==> config.mk <==
export PLATFORM = sky130hd
export DESIGN_NAME = mipsCore
export DESIGN_NICKNAME = d
export VERILOG_FILES = /design/src/logic/mipsPkg.sv /design/src/logic/fetchStage.sv /design/src/logic/decodeStage.sv /design/src/logic/hazardUnit.sv /design/src/logic/executeStage.sv /design/src/logic/writebackStage.sv /design/src/logic/mipsCore.sv
export SDC_FILE = /design/constraint.sdc
export NUM_CORES = 2
export LEC_CHECK = 0
export BUFFER_PORTS_ARGS = -buffer_cell sky130_fd_sc_hd__buf_4
export CAP_MARGIN = 20
export CORE_ASPECT_RATIO = 0.5
export CORE_UTILIZATION = 55
export CTS_CLUSTER_SIZE = 25
export DETAILED_ROUTE_END_ITERATION = 10
export PLACE_DENSITY = 0.71
export SLEW_MARGIN = 20
export SYNTH_ARGS = -nofsm -noshare
export SYNTH_HDL_FRONTEND = slang
export SYNTH_HIERARCHICAL = 1
export SYNTH_SLANG_ARGS = --single-unit
==> constraint.sdc <==
create_clock -name clk -period 5.9 [get_ports clk]
set_clock_uncertainty 0.15 [all_clocks]
set_input_delay 0.295 -clock clk [delete_from_list [all_inputs] [get_ports clk]]
set_output_delay 0.295 -clock clk [all_outputs]
set_load 0.03 [all_outputs]
==> src/logic/mipsPkg.sv <==
// Integer subset only; opcodes and functs outside the enums decode as a no-operation
package mipsPkg;

  typedef logic [31:0] wordT;
  typedef logic [4:0]  regAddrT;

  localparam wordT resetPc = 32'h0000_0000;
  localparam wordT pcStep  = 32'd4;

  // Kept primary opcodes
  typedef enum logic [5:0] {
    opRtype = 6'h00,
    opJ     = 6'h02,
    opBeq   = 6'h04,
    opBne   = 6'h05,
    opAddi  = 6'h08,
    opAndi  = 6'h0c,
    opOri   = 6'h0d,
    opLw    = 6'h23,
    opSw    = 6'h2b
  } opcodeT;

  // Kept R-type functs
  typedef enum logic [5:0] {
    fnAdd = 6'h20,
    fnSub = 6'h22,
    fnAnd = 6'h24,
    fnOr  = 6'h25,
    fnXor = 6'h26,
    fnNor = 6'h27,
    fnSlt = 6'h2a
  } functT;

  typedef enum logic [2:0] {
    aluAnd = 3'b000,
    aluOr  = 3'b001,
    aluAdd = 3'b010,
    aluXor = 3'b100,
    aluNor = 3'b101,
    aluSub = 3'b110,
    aluSlt = 3'b111
  } aluOpT;

  // Execute operand source
  typedef enum logic [1:0] {
    fwdNone = 2'b00,
    fwdWb   = 2'b01,
    fwdMem  = 2'b10
  } fwdSelT;

  // --------------------------------------------------------------------
  // Stage structs
  // --------------------------------------------------------------------
  typedef struct packed {
    logic  regWrite;
    logic  memToReg;
    logic  memWrite;
    logic  aluSrc;     // Second operand is the immediate
    logic  regDst;     // Destination is rd
    aluOpT aluOp;
  } ctrlT;

  typedef struct packed {
    ctrlT    ctrl;
    wordT    srcA;
    wordT    srcB;
    wordT    imm;      // Already extended
    regAddrT rs;
    regAddrT rt;
    regAddrT rd;
  } decExT;

  typedef struct packed {
    logic    regWrite;
    logic    memToReg;
    logic    memWrite;
    wordT    aluOut;
    wordT    writeData;
    regAddrT writeReg;
  } exMemT;

  typedef struct packed {
    logic    regWrite;
    logic    memToReg;
    wordT    aluOut;
    wordT    readData;
    regAddrT writeReg;
  } memWbT;

  typedef struct packed {
    logic memWrite;
    wordT addr;
    wordT writeData;
  } dataReqT;

endpackage

==> src/logic/fetchStage.sv <==
// Instruction memory must answer in the same cycle; stall freezes the PC and the decode register
`timescale 1ns/1ps

module fetchStage (
  input  logic          clk,
  input  logic          reset,
  input  logic          stall,
  input  logic          takeBranch,
  input  mipsPkg::wordT targetPc,
  input  mipsPkg::wordT instr,
  output mipsPkg::wordT pc,
  output mipsPkg::wordT pcPlus4D,
  output mipsPkg::wordT instrD
);
  import mipsPkg::*;

  wordT pcPlus4;
  wordT pcNext;

  assign pcPlus4 = pc + pcStep;
  assign pcNext  = takeBranch ? targetPc : pcPlus4;  // Redirect from decode

  always_ff @(posedge clk or posedge reset) begin
    if (reset) begin
      pc <= resetPc;
    end else if (!stall) begin
      pc <= pcNext;
    end
  end

  // Fetch/decode register; all zero is sll $0 and decodes as a no-operation
  always_ff @(posedge clk or posedge reset) begin
    if (reset) begin
      pcPlus4D <= '0;
      instrD   <= '0;
    end else if (!stall) begin
      pcPlus4D <= pcPlus4;
      instrD   <= instr;   // Delay slot lands here on a taken branch
    end
  end

endmodule

==> src/logic/decodeStage.sv <==
// Register file writes on the falling edge so a value written back is readable in the same cycle
`timescale 1ns/1ps

module decodeStage (
  input  logic              clk,
  input  logic              reset,
  input  logic              stall,
  input  logic              flush,
  input  mipsPkg::wordT     instrD,
  input  mipsPkg::wordT     pcPlus4D,
  input  logic              fwdA,
  input  logic              fwdB,
  input  mipsPkg::wordT     memAluOut,
  input  logic              wbRegWrite,
  input  mipsPkg::regAddrT  wbReg,
  input  mipsPkg::wordT     wbResult,
  output logic              takeBranch,
  output mipsPkg::wordT     targetPc,
  output mipsPkg::regAddrT  rs,
  output mipsPkg::regAddrT  rt,
  output logic              isBranch,
  output mipsPkg::decExT    decEx
);
  import mipsPkg::*;

  opcodeT  op;
  functT   funct;
  regAddrT rd;
  ctrlT    ctrl;
  logic    zeroExt;
  logic    isJump;
  logic    equal;
  wordT    imm;
  wordT    rfA, rfB;
  wordT    cmpA, cmpB;
  wordT    branchTarget, jumpTarget;
  decExT   decNext;
  wordT    regs [32];

  assign op    = opcodeT'(instrD[31:26]);
  assign funct = functT'(instrD[5:0]);
  assign rs    = instrD[25:21];
  assign rt    = instrD[20:16];
  assign rd    = instrD[15:11];

  // --------------------------------------------------------------------
  // Control decode
  // --------------------------------------------------------------------
  always_comb begin
    ctrl    = '0;
    zeroExt = 1'b0;
    case (op)
      opRtype: begin
        ctrl.regWrite = 1'b1;
        ctrl.regDst   = 1'b1;
        case (funct)
          fnAdd:   ctrl.aluOp = aluAdd;
          fnSub:   ctrl.aluOp = aluSub;
          fnAnd:   ctrl.aluOp = aluAnd;
          fnOr:    ctrl.aluOp = aluOr;
          fnXor:   ctrl.aluOp = aluXor;
          fnNor:   ctrl.aluOp = aluNor;
          fnSlt:   ctrl.aluOp = aluSlt;
          default: ctrl       = '0;     // Unknown funct decodes as a no-operation
        endcase
      end
      opLw: begin
        ctrl.regWrite = 1'b1;
        ctrl.memToReg = 1'b1;
        ctrl.aluSrc   = 1'b1;
        ctrl.aluOp    = aluAdd;
      end
      opSw: begin
        ctrl.memWrite = 1'b1;
        ctrl.aluSrc   = 1'b1;
        ctrl.aluOp    = aluAdd;
      end
      opAddi: begin
        ctrl.regWrite = 1'b1;
        ctrl.aluSrc   = 1'b1;
        ctrl.aluOp    = aluAdd;
      end
      opAndi, opOri: begin
        ctrl.regWrite = 1'b1;
        ctrl.aluSrc   = 1'b1;
        ctrl.aluOp    = (op == opAndi) ? aluAnd : aluOr;
        zeroExt       = 1'b1;            // Logical immediates zero-extend
      end
      default: ctrl = '0;                // Branches, J and anything else write nothing
    endcase
  end

  assign imm = zeroExt ? {16'b0, instrD[15:0]} : {{16{instrD[15]}}, instrD[15:0]};

  // Register file with register 0 reading as zero
  always_ff @(negedge clk) begin
    if (wbRegWrite) begin
      regs[wbReg] <= wbResult;
    end
  end

  assign rfA = (rs != '0) ? regs[rs] : '0;
  assign rfB = (rt != '0) ? regs[rt] : '0;

  // --------------------------------------------------------------------
  // Branch resolution
  // --------------------------------------------------------------------
  assign cmpA  = fwdA ? memAluOut : rfA;
  assign cmpB  = fwdB ? memAluOut : rfB;
  assign equal = (cmpA == cmpB);

  assign isBranch = (op == opBeq) || (op == opBne);
  assign isJump   = (op == opJ);

  assign branchTarget = pcPlus4D + {imm[29:0], 2'b00};
  assign jumpTarget   = {pcPlus4D[31:28], instrD[25:0], 2'b00};
  assign targetPc     = isJump ? jumpTarget : branchTarget;

  // No redirect while held so the branch retries next cycle
  assign takeBranch = !stall &&
                      (isJump || (op == opBeq && equal) || (op == opBne && !equal));

  always_comb begin
    decNext.ctrl = ctrl;
    decNext.srcA = rfA;
    decNext.srcB = rfB;
    decNext.imm  = imm;
    decNext.rs   = rs;
    decNext.rt   = rt;
    decNext.rd   = rd;
  end

  // Decode/execute register
  always_ff @(posedge clk or posedge reset) begin
    if (reset) begin
      decEx <= '0;
    end else if (flush) begin
      decEx <= '0;     // Bubble into execute
    end else begin
      decEx <= decNext;
    end
  end

endmodule

==> src/logic/hazardUnit.sv <==
// Purely combinational; branch operands are forwarded only from memory, never from a load
`timescale 1ns/1ps

module hazardUnit (
  input  mipsPkg::regAddrT rsD,
  input  mipsPkg::regAddrT rtD,
  input  logic             isBranch,
  input  mipsPkg::decExT   decEx,
  input  mipsPkg::exMemT   exMem,
  input  mipsPkg::memWbT   memWb,
  output logic             stall,
  output logic             flush,
  output logic             fwdA,
  output logic             fwdB,
  output mipsPkg::fwdSelT  fwdSelA,
  output mipsPkg::fwdSelT  fwdSelB
);
  import mipsPkg::*;

  regAddrT writeRegE;
  logic    loadUse;
  logic    branchStall;

  assign writeRegE = decEx.ctrl.regDst ? decEx.rd : decEx.rt;

  // Decode compare forwarding
  assign fwdA = (rsD != '0) && exMem.regWrite && (rsD == exMem.writeReg);
  assign fwdB = (rtD != '0) && exMem.regWrite && (rtD == exMem.writeReg);

  // Execute forwarding with memory ahead of writeback
  always_comb begin
    fwdSelA = fwdNone;
    fwdSelB = fwdNone;
    if (decEx.rs != '0) begin
      if (exMem.regWrite && decEx.rs == exMem.writeReg)      fwdSelA = fwdMem;
      else if (memWb.regWrite && decEx.rs == memWb.writeReg) fwdSelA = fwdWb;
    end
    if (decEx.rt != '0) begin
      if (exMem.regWrite && decEx.rt == exMem.writeReg)      fwdSelB = fwdMem;
      else if (memWb.regWrite && decEx.rt == memWb.writeReg) fwdSelB = fwdWb;
    end
  end

  assign loadUse = decEx.ctrl.memToReg && (writeRegE != '0) &&
                   (writeRegE == rsD || writeRegE == rtD);

  // Operand still in execute, or a load still in memory
  assign branchStall = isBranch &&
    ((decEx.ctrl.regWrite && writeRegE != '0 && (writeRegE == rsD || writeRegE == rtD)) ||
     (exMem.memToReg && exMem.writeReg != '0 &&
      (exMem.writeReg == rsD || exMem.writeReg == rtD)));

  assign stall = loadUse || branchStall;
  assign flush = stall;   // Holding decode leaves a bubble in execute

endmodule

==> src/logic/executeStage.sv <==
// ALU only, no shifter; SLT is a signed compare returning 0 or 1
`timescale 1ns/1ps

module executeStage (
  input  logic            clk,
  input  logic            reset,
  input  mipsPkg::decExT  decEx,
  input  mipsPkg::fwdSelT fwdSelA,
  input  mipsPkg::fwdSelT fwdSelB,
  input  mipsPkg::wordT   memAluOut,
  input  mipsPkg::wordT   wbResult,
  output mipsPkg::exMemT  exMem
);
  import mipsPkg::*;

  wordT    opA, opB;
  wordT    aluB;
  wordT    aluResult;
  regAddrT writeReg;
  exMemT   exNext;

  // Operand forwarding
  always_comb begin
    case (fwdSelA)
      fwdMem:  opA = memAluOut;
      fwdWb:   opA = wbResult;
      default: opA = decEx.srcA;
    endcase
    case (fwdSelB)
      fwdMem:  opB = memAluOut;
      fwdWb:   opB = wbResult;
      default: opB = decEx.srcB;
    endcase
  end

  assign aluB = decEx.ctrl.aluSrc ? decEx.imm : opB;

  // --------------------------------------------------------------------
  // ALU
  // --------------------------------------------------------------------
  always_comb begin
    case (decEx.ctrl.aluOp)
      aluAnd:  aluResult = opA & aluB;
      aluOr:   aluResult = opA | aluB;
      aluAdd:  aluResult = opA + aluB;
      aluSub:  aluResult = opA - aluB;
      aluXor:  aluResult = opA ^ aluB;
      aluNor:  aluResult = ~(opA | aluB);
      aluSlt:  aluResult = {31'b0, $signed(opA) < $signed(aluB)};
      default: aluResult = '0;
    endcase
  end

  assign writeReg = decEx.ctrl.regDst ? decEx.rd : decEx.rt;

  always_comb begin
    exNext.regWrite  = decEx.ctrl.regWrite;
    exNext.memToReg  = decEx.ctrl.memToReg;
    exNext.memWrite  = decEx.ctrl.memWrite;
    exNext.aluOut    = aluResult;
    exNext.writeData = opB;        // Store data after forwarding
    exNext.writeReg  = writeReg;
  end

  always_ff @(posedge clk or posedge reset) begin
    if (reset) begin
      exMem <= '0;
    end else begin
      exMem <= exNext;
    end
  end

endmodule

==> src/logic/writebackStage.sv <==
// Load data must arrive in the same cycle as its address; no byte or halfword loads
`timescale 1ns/1ps

module writebackStage (
  input  logic             clk,
  input  logic             reset,
  input  mipsPkg::exMemT   exMem,
  input  mipsPkg::wordT    readData,
  output mipsPkg::memWbT   memWb,
  output logic             wbRegWrite,
  output mipsPkg::regAddrT wbReg,
  output mipsPkg::wordT    wbResult
);
  import mipsPkg::*;

  // Memory/writeback register
  always_ff @(posedge clk or posedge reset) begin
    if (reset) begin
      memWb <= '0;
    end else begin
      memWb.regWrite <= exMem.regWrite;
      memWb.memToReg <= exMem.memToReg;
      memWb.aluOut   <= exMem.aluOut;
      memWb.readData <= readData;      // Loaded word
      memWb.writeReg <= exMem.writeReg;
    end
  end

  assign wbRegWrite = memWb.regWrite;
  assign wbReg      = memWb.writeReg;
  assign wbResult   = memWb.memToReg ? memWb.readData : memWb.aluOut;

endmodule

==> src/logic/mipsCore.sv <==
// Both memories are combinational with no handshake; data memory writes on the rising edge
`timescale 1ns/1ps

module mipsCore (
  input  logic             clk,
  input  logic             reset,
  output mipsPkg::wordT    pc,
  input  mipsPkg::wordT    instr,
  output mipsPkg::dataReqT dataReq,
  input  mipsPkg::wordT    readData
);
  import mipsPkg::*;

  logic    stall, flush;
  logic    takeBranch;
  wordT    targetPc;
  wordT    pcPlus4D, instrD;
  regAddrT rsD, rtD;
  logic    isBranch;
  logic    fwdA, fwdB;
  fwdSelT  fwdSelA, fwdSelB;
  decExT   decEx;
  exMemT   exMem;
  memWbT   memWb;
  logic    wbRegWrite;
  regAddrT wbReg;
  wordT    wbResult;

  // --------------------------------------------------------------------
  // Stages
  // --------------------------------------------------------------------
  fetchStage fetch_i (.clk, .reset, .stall, .takeBranch, .targetPc, .instr,
                      .pc, .pcPlus4D, .instrD);

  decodeStage decode_i (.clk, .reset, .stall, .flush, .instrD, .pcPlus4D, .fwdA, .fwdB,
                        .memAluOut(exMem.aluOut), .wbRegWrite, .wbReg, .wbResult,
                        .takeBranch, .targetPc, .rs(rsD), .rt(rtD), .isBranch, .decEx);

  hazardUnit hazard_i (.rsD, .rtD, .isBranch, .decEx, .exMem, .memWb,
                       .stall, .flush, .fwdA, .fwdB, .fwdSelA, .fwdSelB);

  executeStage execute_i (.clk, .reset, .decEx, .fwdSelA, .fwdSelB,
                          .memAluOut(exMem.aluOut), .wbResult, .exMem);

  writebackStage writeback_i (.clk, .reset, .exMem, .readData, .memWb,
                              .wbRegWrite, .wbReg, .wbResult);

  // Memory stage is just the data port
  assign dataReq.memWrite  = exMem.memWrite;
  assign dataReq.addr      = exMem.aluOut;
  assign dataReq.writeData = exMem.writeData;

endmodule

==> run_results.csv <==
group,metric,value,unit
outcome,outcome,"finished, violations left",
outcome,violations,"setup timing",
route,wl_per_cell,31.3,microns
global_routing,grt_overflow,0,
floorplan,die_w,506,microns
global_routing,grt-busiest-layer,"met2",
synthesis,yosys.area.top_type,"edfxtp_1",
global_routing,grt_max_degree,77,
route,vias,55100,
place,hpwl,160000,microns
sta,report.final.slew_viol_count,0,
worst_setup_path,path_depth,16,
worst_setup_path,critPathLaunchType,"flop",
floorplan,initial_core_util,55.5,%
final_layout,fin_util,68.0,%
sta,tightest_slew,1200,ps
power,power_density,343,nW/um^2
synthesis,synth.ff_latch_count,1361,
clock_tree,cts_max_path_buffers,3,
global_routing,track_usage,39.6,%
sta,hold_viol,0,
run,drv_cap,0,
floorplan,ios,163,
hold_path,hold_path_depth,2,
worst_setup_path,path_max_fanout,6,
clock_tree,cts_sinks,1361,
clock_tree,cts-htree-levels,4,
global_routing,grt_pass1_wl,361000,microns
power,p_leak,35.2,nW
worst_setup_path,crit_slowest_cell,"mux4_2",
floorplan,die_h,254,microns
synthesis,netlist_instances,4901,
worst_setup_path,required,6460,ps
route,remaining_drc_errors,0,
worst_setup_path,crit_arrival,8030,ps
synthesis,yosysWarnings,6,
clock_tree,clk-insertion-delay-late,800,ps
global_routing,antenna_found_initial,15,
final_layout,nNetsFinal,6589,
worst_setup_path,cp_cell_sequence,"mux4_2, mux4_2, a22oi_2, xor2_2, nor4_4, nand4_1, o41ai_2, and3_1, o221ai_4, buf_12, clkinv_8, nor2_4, buf_4, buf_4, a32oi_1, o31a_1",
place,pre_cts_slack,-1560,ps
global_routing,grt_pass1_vias,54700,
worst_setup_path,cpLargestDelayFamily,"compound AO/OA/AOI/OAI gates",
place,io_buffers,162,
sta,relSlewSlack,19.4,%
sta,worst_slack,-1570,ps
power,finalPower,29.4,mW
worst_setup_path,crit_path_max_incr_delay,510,ps
floorplan,std_cell_rows,92,
floorplan,core_region_area,126000,sq um
synthesis,syn_area,69900,sq um
route,wl,257000,microns
synthesis,synthFlopType,"edfxtp_1",
clock_tree,cts_buffers,132,
final_layout,syn2layout_area_growth,22.6,%
hold_path,hold_path_class,"input pin to flop",
place,place_congestion,0.947,
route,drt_pass1_iterations,6,
sta,tns,-47180,ps
final_layout,multi_input_area,28700,sq um
final_layout,regArea,39200,sq um
place,dpl.cell_count,6842,
synthesis,synth_cell_types,105,
route,initialDrtViolationCount,9195,
power,ir_drop,0.278,mV
global_routing,use_met2,56.9,%
route,drtAntennaViolNets,0,
synthesis,syn_nets,5085,
final_layout,final.fill_count,8649,
clock_tree,root_buffer,"clkbuf_16",
synthesis,avgSynthCellArea,14.3,sq um
synthesis,synth_edf_count,1023,
final_layout,final_layout_size_suffix_gt1_share,24.4,%
worst_setup_path,worst_setup_path_end_kind,"flop",
global_routing,grt.met1_usage,51.4,%
synthesis,ys_seq_area_share,56.0,%
sta,rsz0062_at_grt,"true",
worst_setup_path,worstSetupPathType,"flop to flop",
clock_tree,cts_tree,"done",
final_layout,stdcell_count,8199,
worst_setup_path,reg2reg_depth,16,
worst_setup_path,critPathBufInv,4,
route,vias_per_cell,6.72,
sta,setup_violations,32,
global_routing,met3_usage,17.3,%
synthesis,synth_area_leaders,"edfxtp_1 (44%), mux4_2 (14%), dfrtp_1 (12%)",
floorplan,die_area,129000,sq um
synthesis,synth_top_area_share,43.9,%
synthesis,synthArstFlopShare,24.8,%
clock_tree,clkTransAtPathRegs,70,ps
==> where the power goes <==
part           internal (mW)  switching, mW
clock                   5.79           5.99
combinational           2.27           3.54
sequential              11.1          0.711
==> what timing repair did <==
item / in CTS / in global routing
cloned: 3 / 2
pin swaps: 27 / 30
hold endpoints to repair: 263 / 0
gates resized for setup: 58 / 74
hold buffers: 75 / 0
buffers inserted: 2 / 16
setup endpoints to repair: 32 / 48
==> sequential cells by signal (all words and copies together), names as in the netlist <==
name / count
decode_i/decEx: 99
decode_i/regs: 1023
execute_i/exMem: 72
fetch_i/instrD: 32
fetch_i/pc: 32
fetch_i/pcPlus4D: 32
writeback_i/memWb: 65
writeback_i/wbReg: 5
writeback_i/wbRegWrite: 1
==> Yosys cell counts (14+ instances only) <==
cell type and instances:
mux2i_1 155, xnor2_1 136, o22ai_1 52, o21a_1 23, o211ai_1 35, and3_1 23, a31oi_1 35, a21o_1 22
buf_4 78, dfrtp_1 338, nor2_1 318, buf_2 74, xor2_1 80, nor3_1 38, nor4_1 18, clkbuf_1 152
mux4_1 26, inv_1 158, nor2b_1 48, a211oi_1 29, buf_6 26, nand2_1 322, a221oi_1 29, or4_1 22
a21oi_1 179, a22oi_1 143, ha_1 115, nand4_1 28, o21ai_0 184, mux2_4 30, buf_1 32, edfxtp_1 1023
mux2_2 74, nand3_1 95, nand2b_1 14, or3_1 25, mux4_2 447
==> cells in the final DEF (no fill, tap or decap), drive strengths merged, types with 25 or more instances in the layout <==
master / Yosys / routed
nor2b: 48 / 48
nor2: 319 / 319
a211oi: 30 / 30
o22ai: 52 / 52
buf: 219 / 641
xor2: 80 / 80
nand4: 29 / 29
mux4: 475 / 475
dlygate4sd3: 0 / 75
a22oi: 145 / 145
nor3: 41 / 41
ha: 115 / 115
xnor2: 136 / 136
clkbuf: 152 / 147
edfxtp: 1023 / 1023
dfrtp: 338 / 338
mux2: 104 / 104
nand3: 96 / 96
a221oi: 31 / 31
mux2i: 156 / 156
nand2: 322 / 322
inv: 162 / 1219
a21oi: 180 / 180
o211ai: 39 / 39
o21ai: 200 / 200
a31oi: 36 / 36
or3: 25 / 25
==> area by class of cell <==
cell class	instances	area share, %
diodes	8	0.0233
clock buffers	145	4.05
clock inverters	1106	5.49
inverters	165	0.746
multi-input cells	3004	33.5
flip-flops and latches	1361	45.7
well taps	1692	2.47
repair buffers	718	7.97
==> path summary, 6_finish.rpt <==
kind,endpoint,from,slack [ps]
setup / recovery,fetch_i/pc[21],decode_i/regs[31][15],-1570
hold / removal,writeback_i/memWb[23],readData[18],30
setup reg to reg,fetch_i/pc[21],decode_i/regs[31][15],-1570
hold reg to reg,execute_i/exMem[69],decode_i/decEx[116],200
max in group asynchronous,fetch_i/instrD[8],reset,3110
min in group asynchronous,decode_i/decEx[75],reset,590
==> metrics by stage <==
stage	hold WS, ps	area [sq um]
2_1_floorplan	176	70000
3_3_place_gp	108	76000
3_5_place_dp	108	76000
4_1_cts	0.537	85200
5_1_grt	22.1	85700
6_report	29.6	85800
==> cell families (layout without fill, tap and decap cells) <==
family | Yosys count | in the layout | share of synthesized area [%]
xor+xnor | 216 | 216 | 2.71
other cells | 0 | 8 | 0
compound gates | 919 | 919 | 8.95
flops | 1361 | 1361 | 56.0
fa+ha+maj | 118 | 118 | 2.14
mux | 735 | 735 | 19.5
simple gates | 1015 | 1016 | 6.73
buf+inv | 537 | 2134 | 3.92
==> layer usage <==
layer | vias to the layer above | share of wire, %
li1 | 22200 | -
met1 | 27100 | 35
met2 | 4940 | 43
met3 | 893 | 17
met4 | 4 | 5.0
met5 | - | 0.0093
No activity file was read; power rests on OpenSTA's default activity.
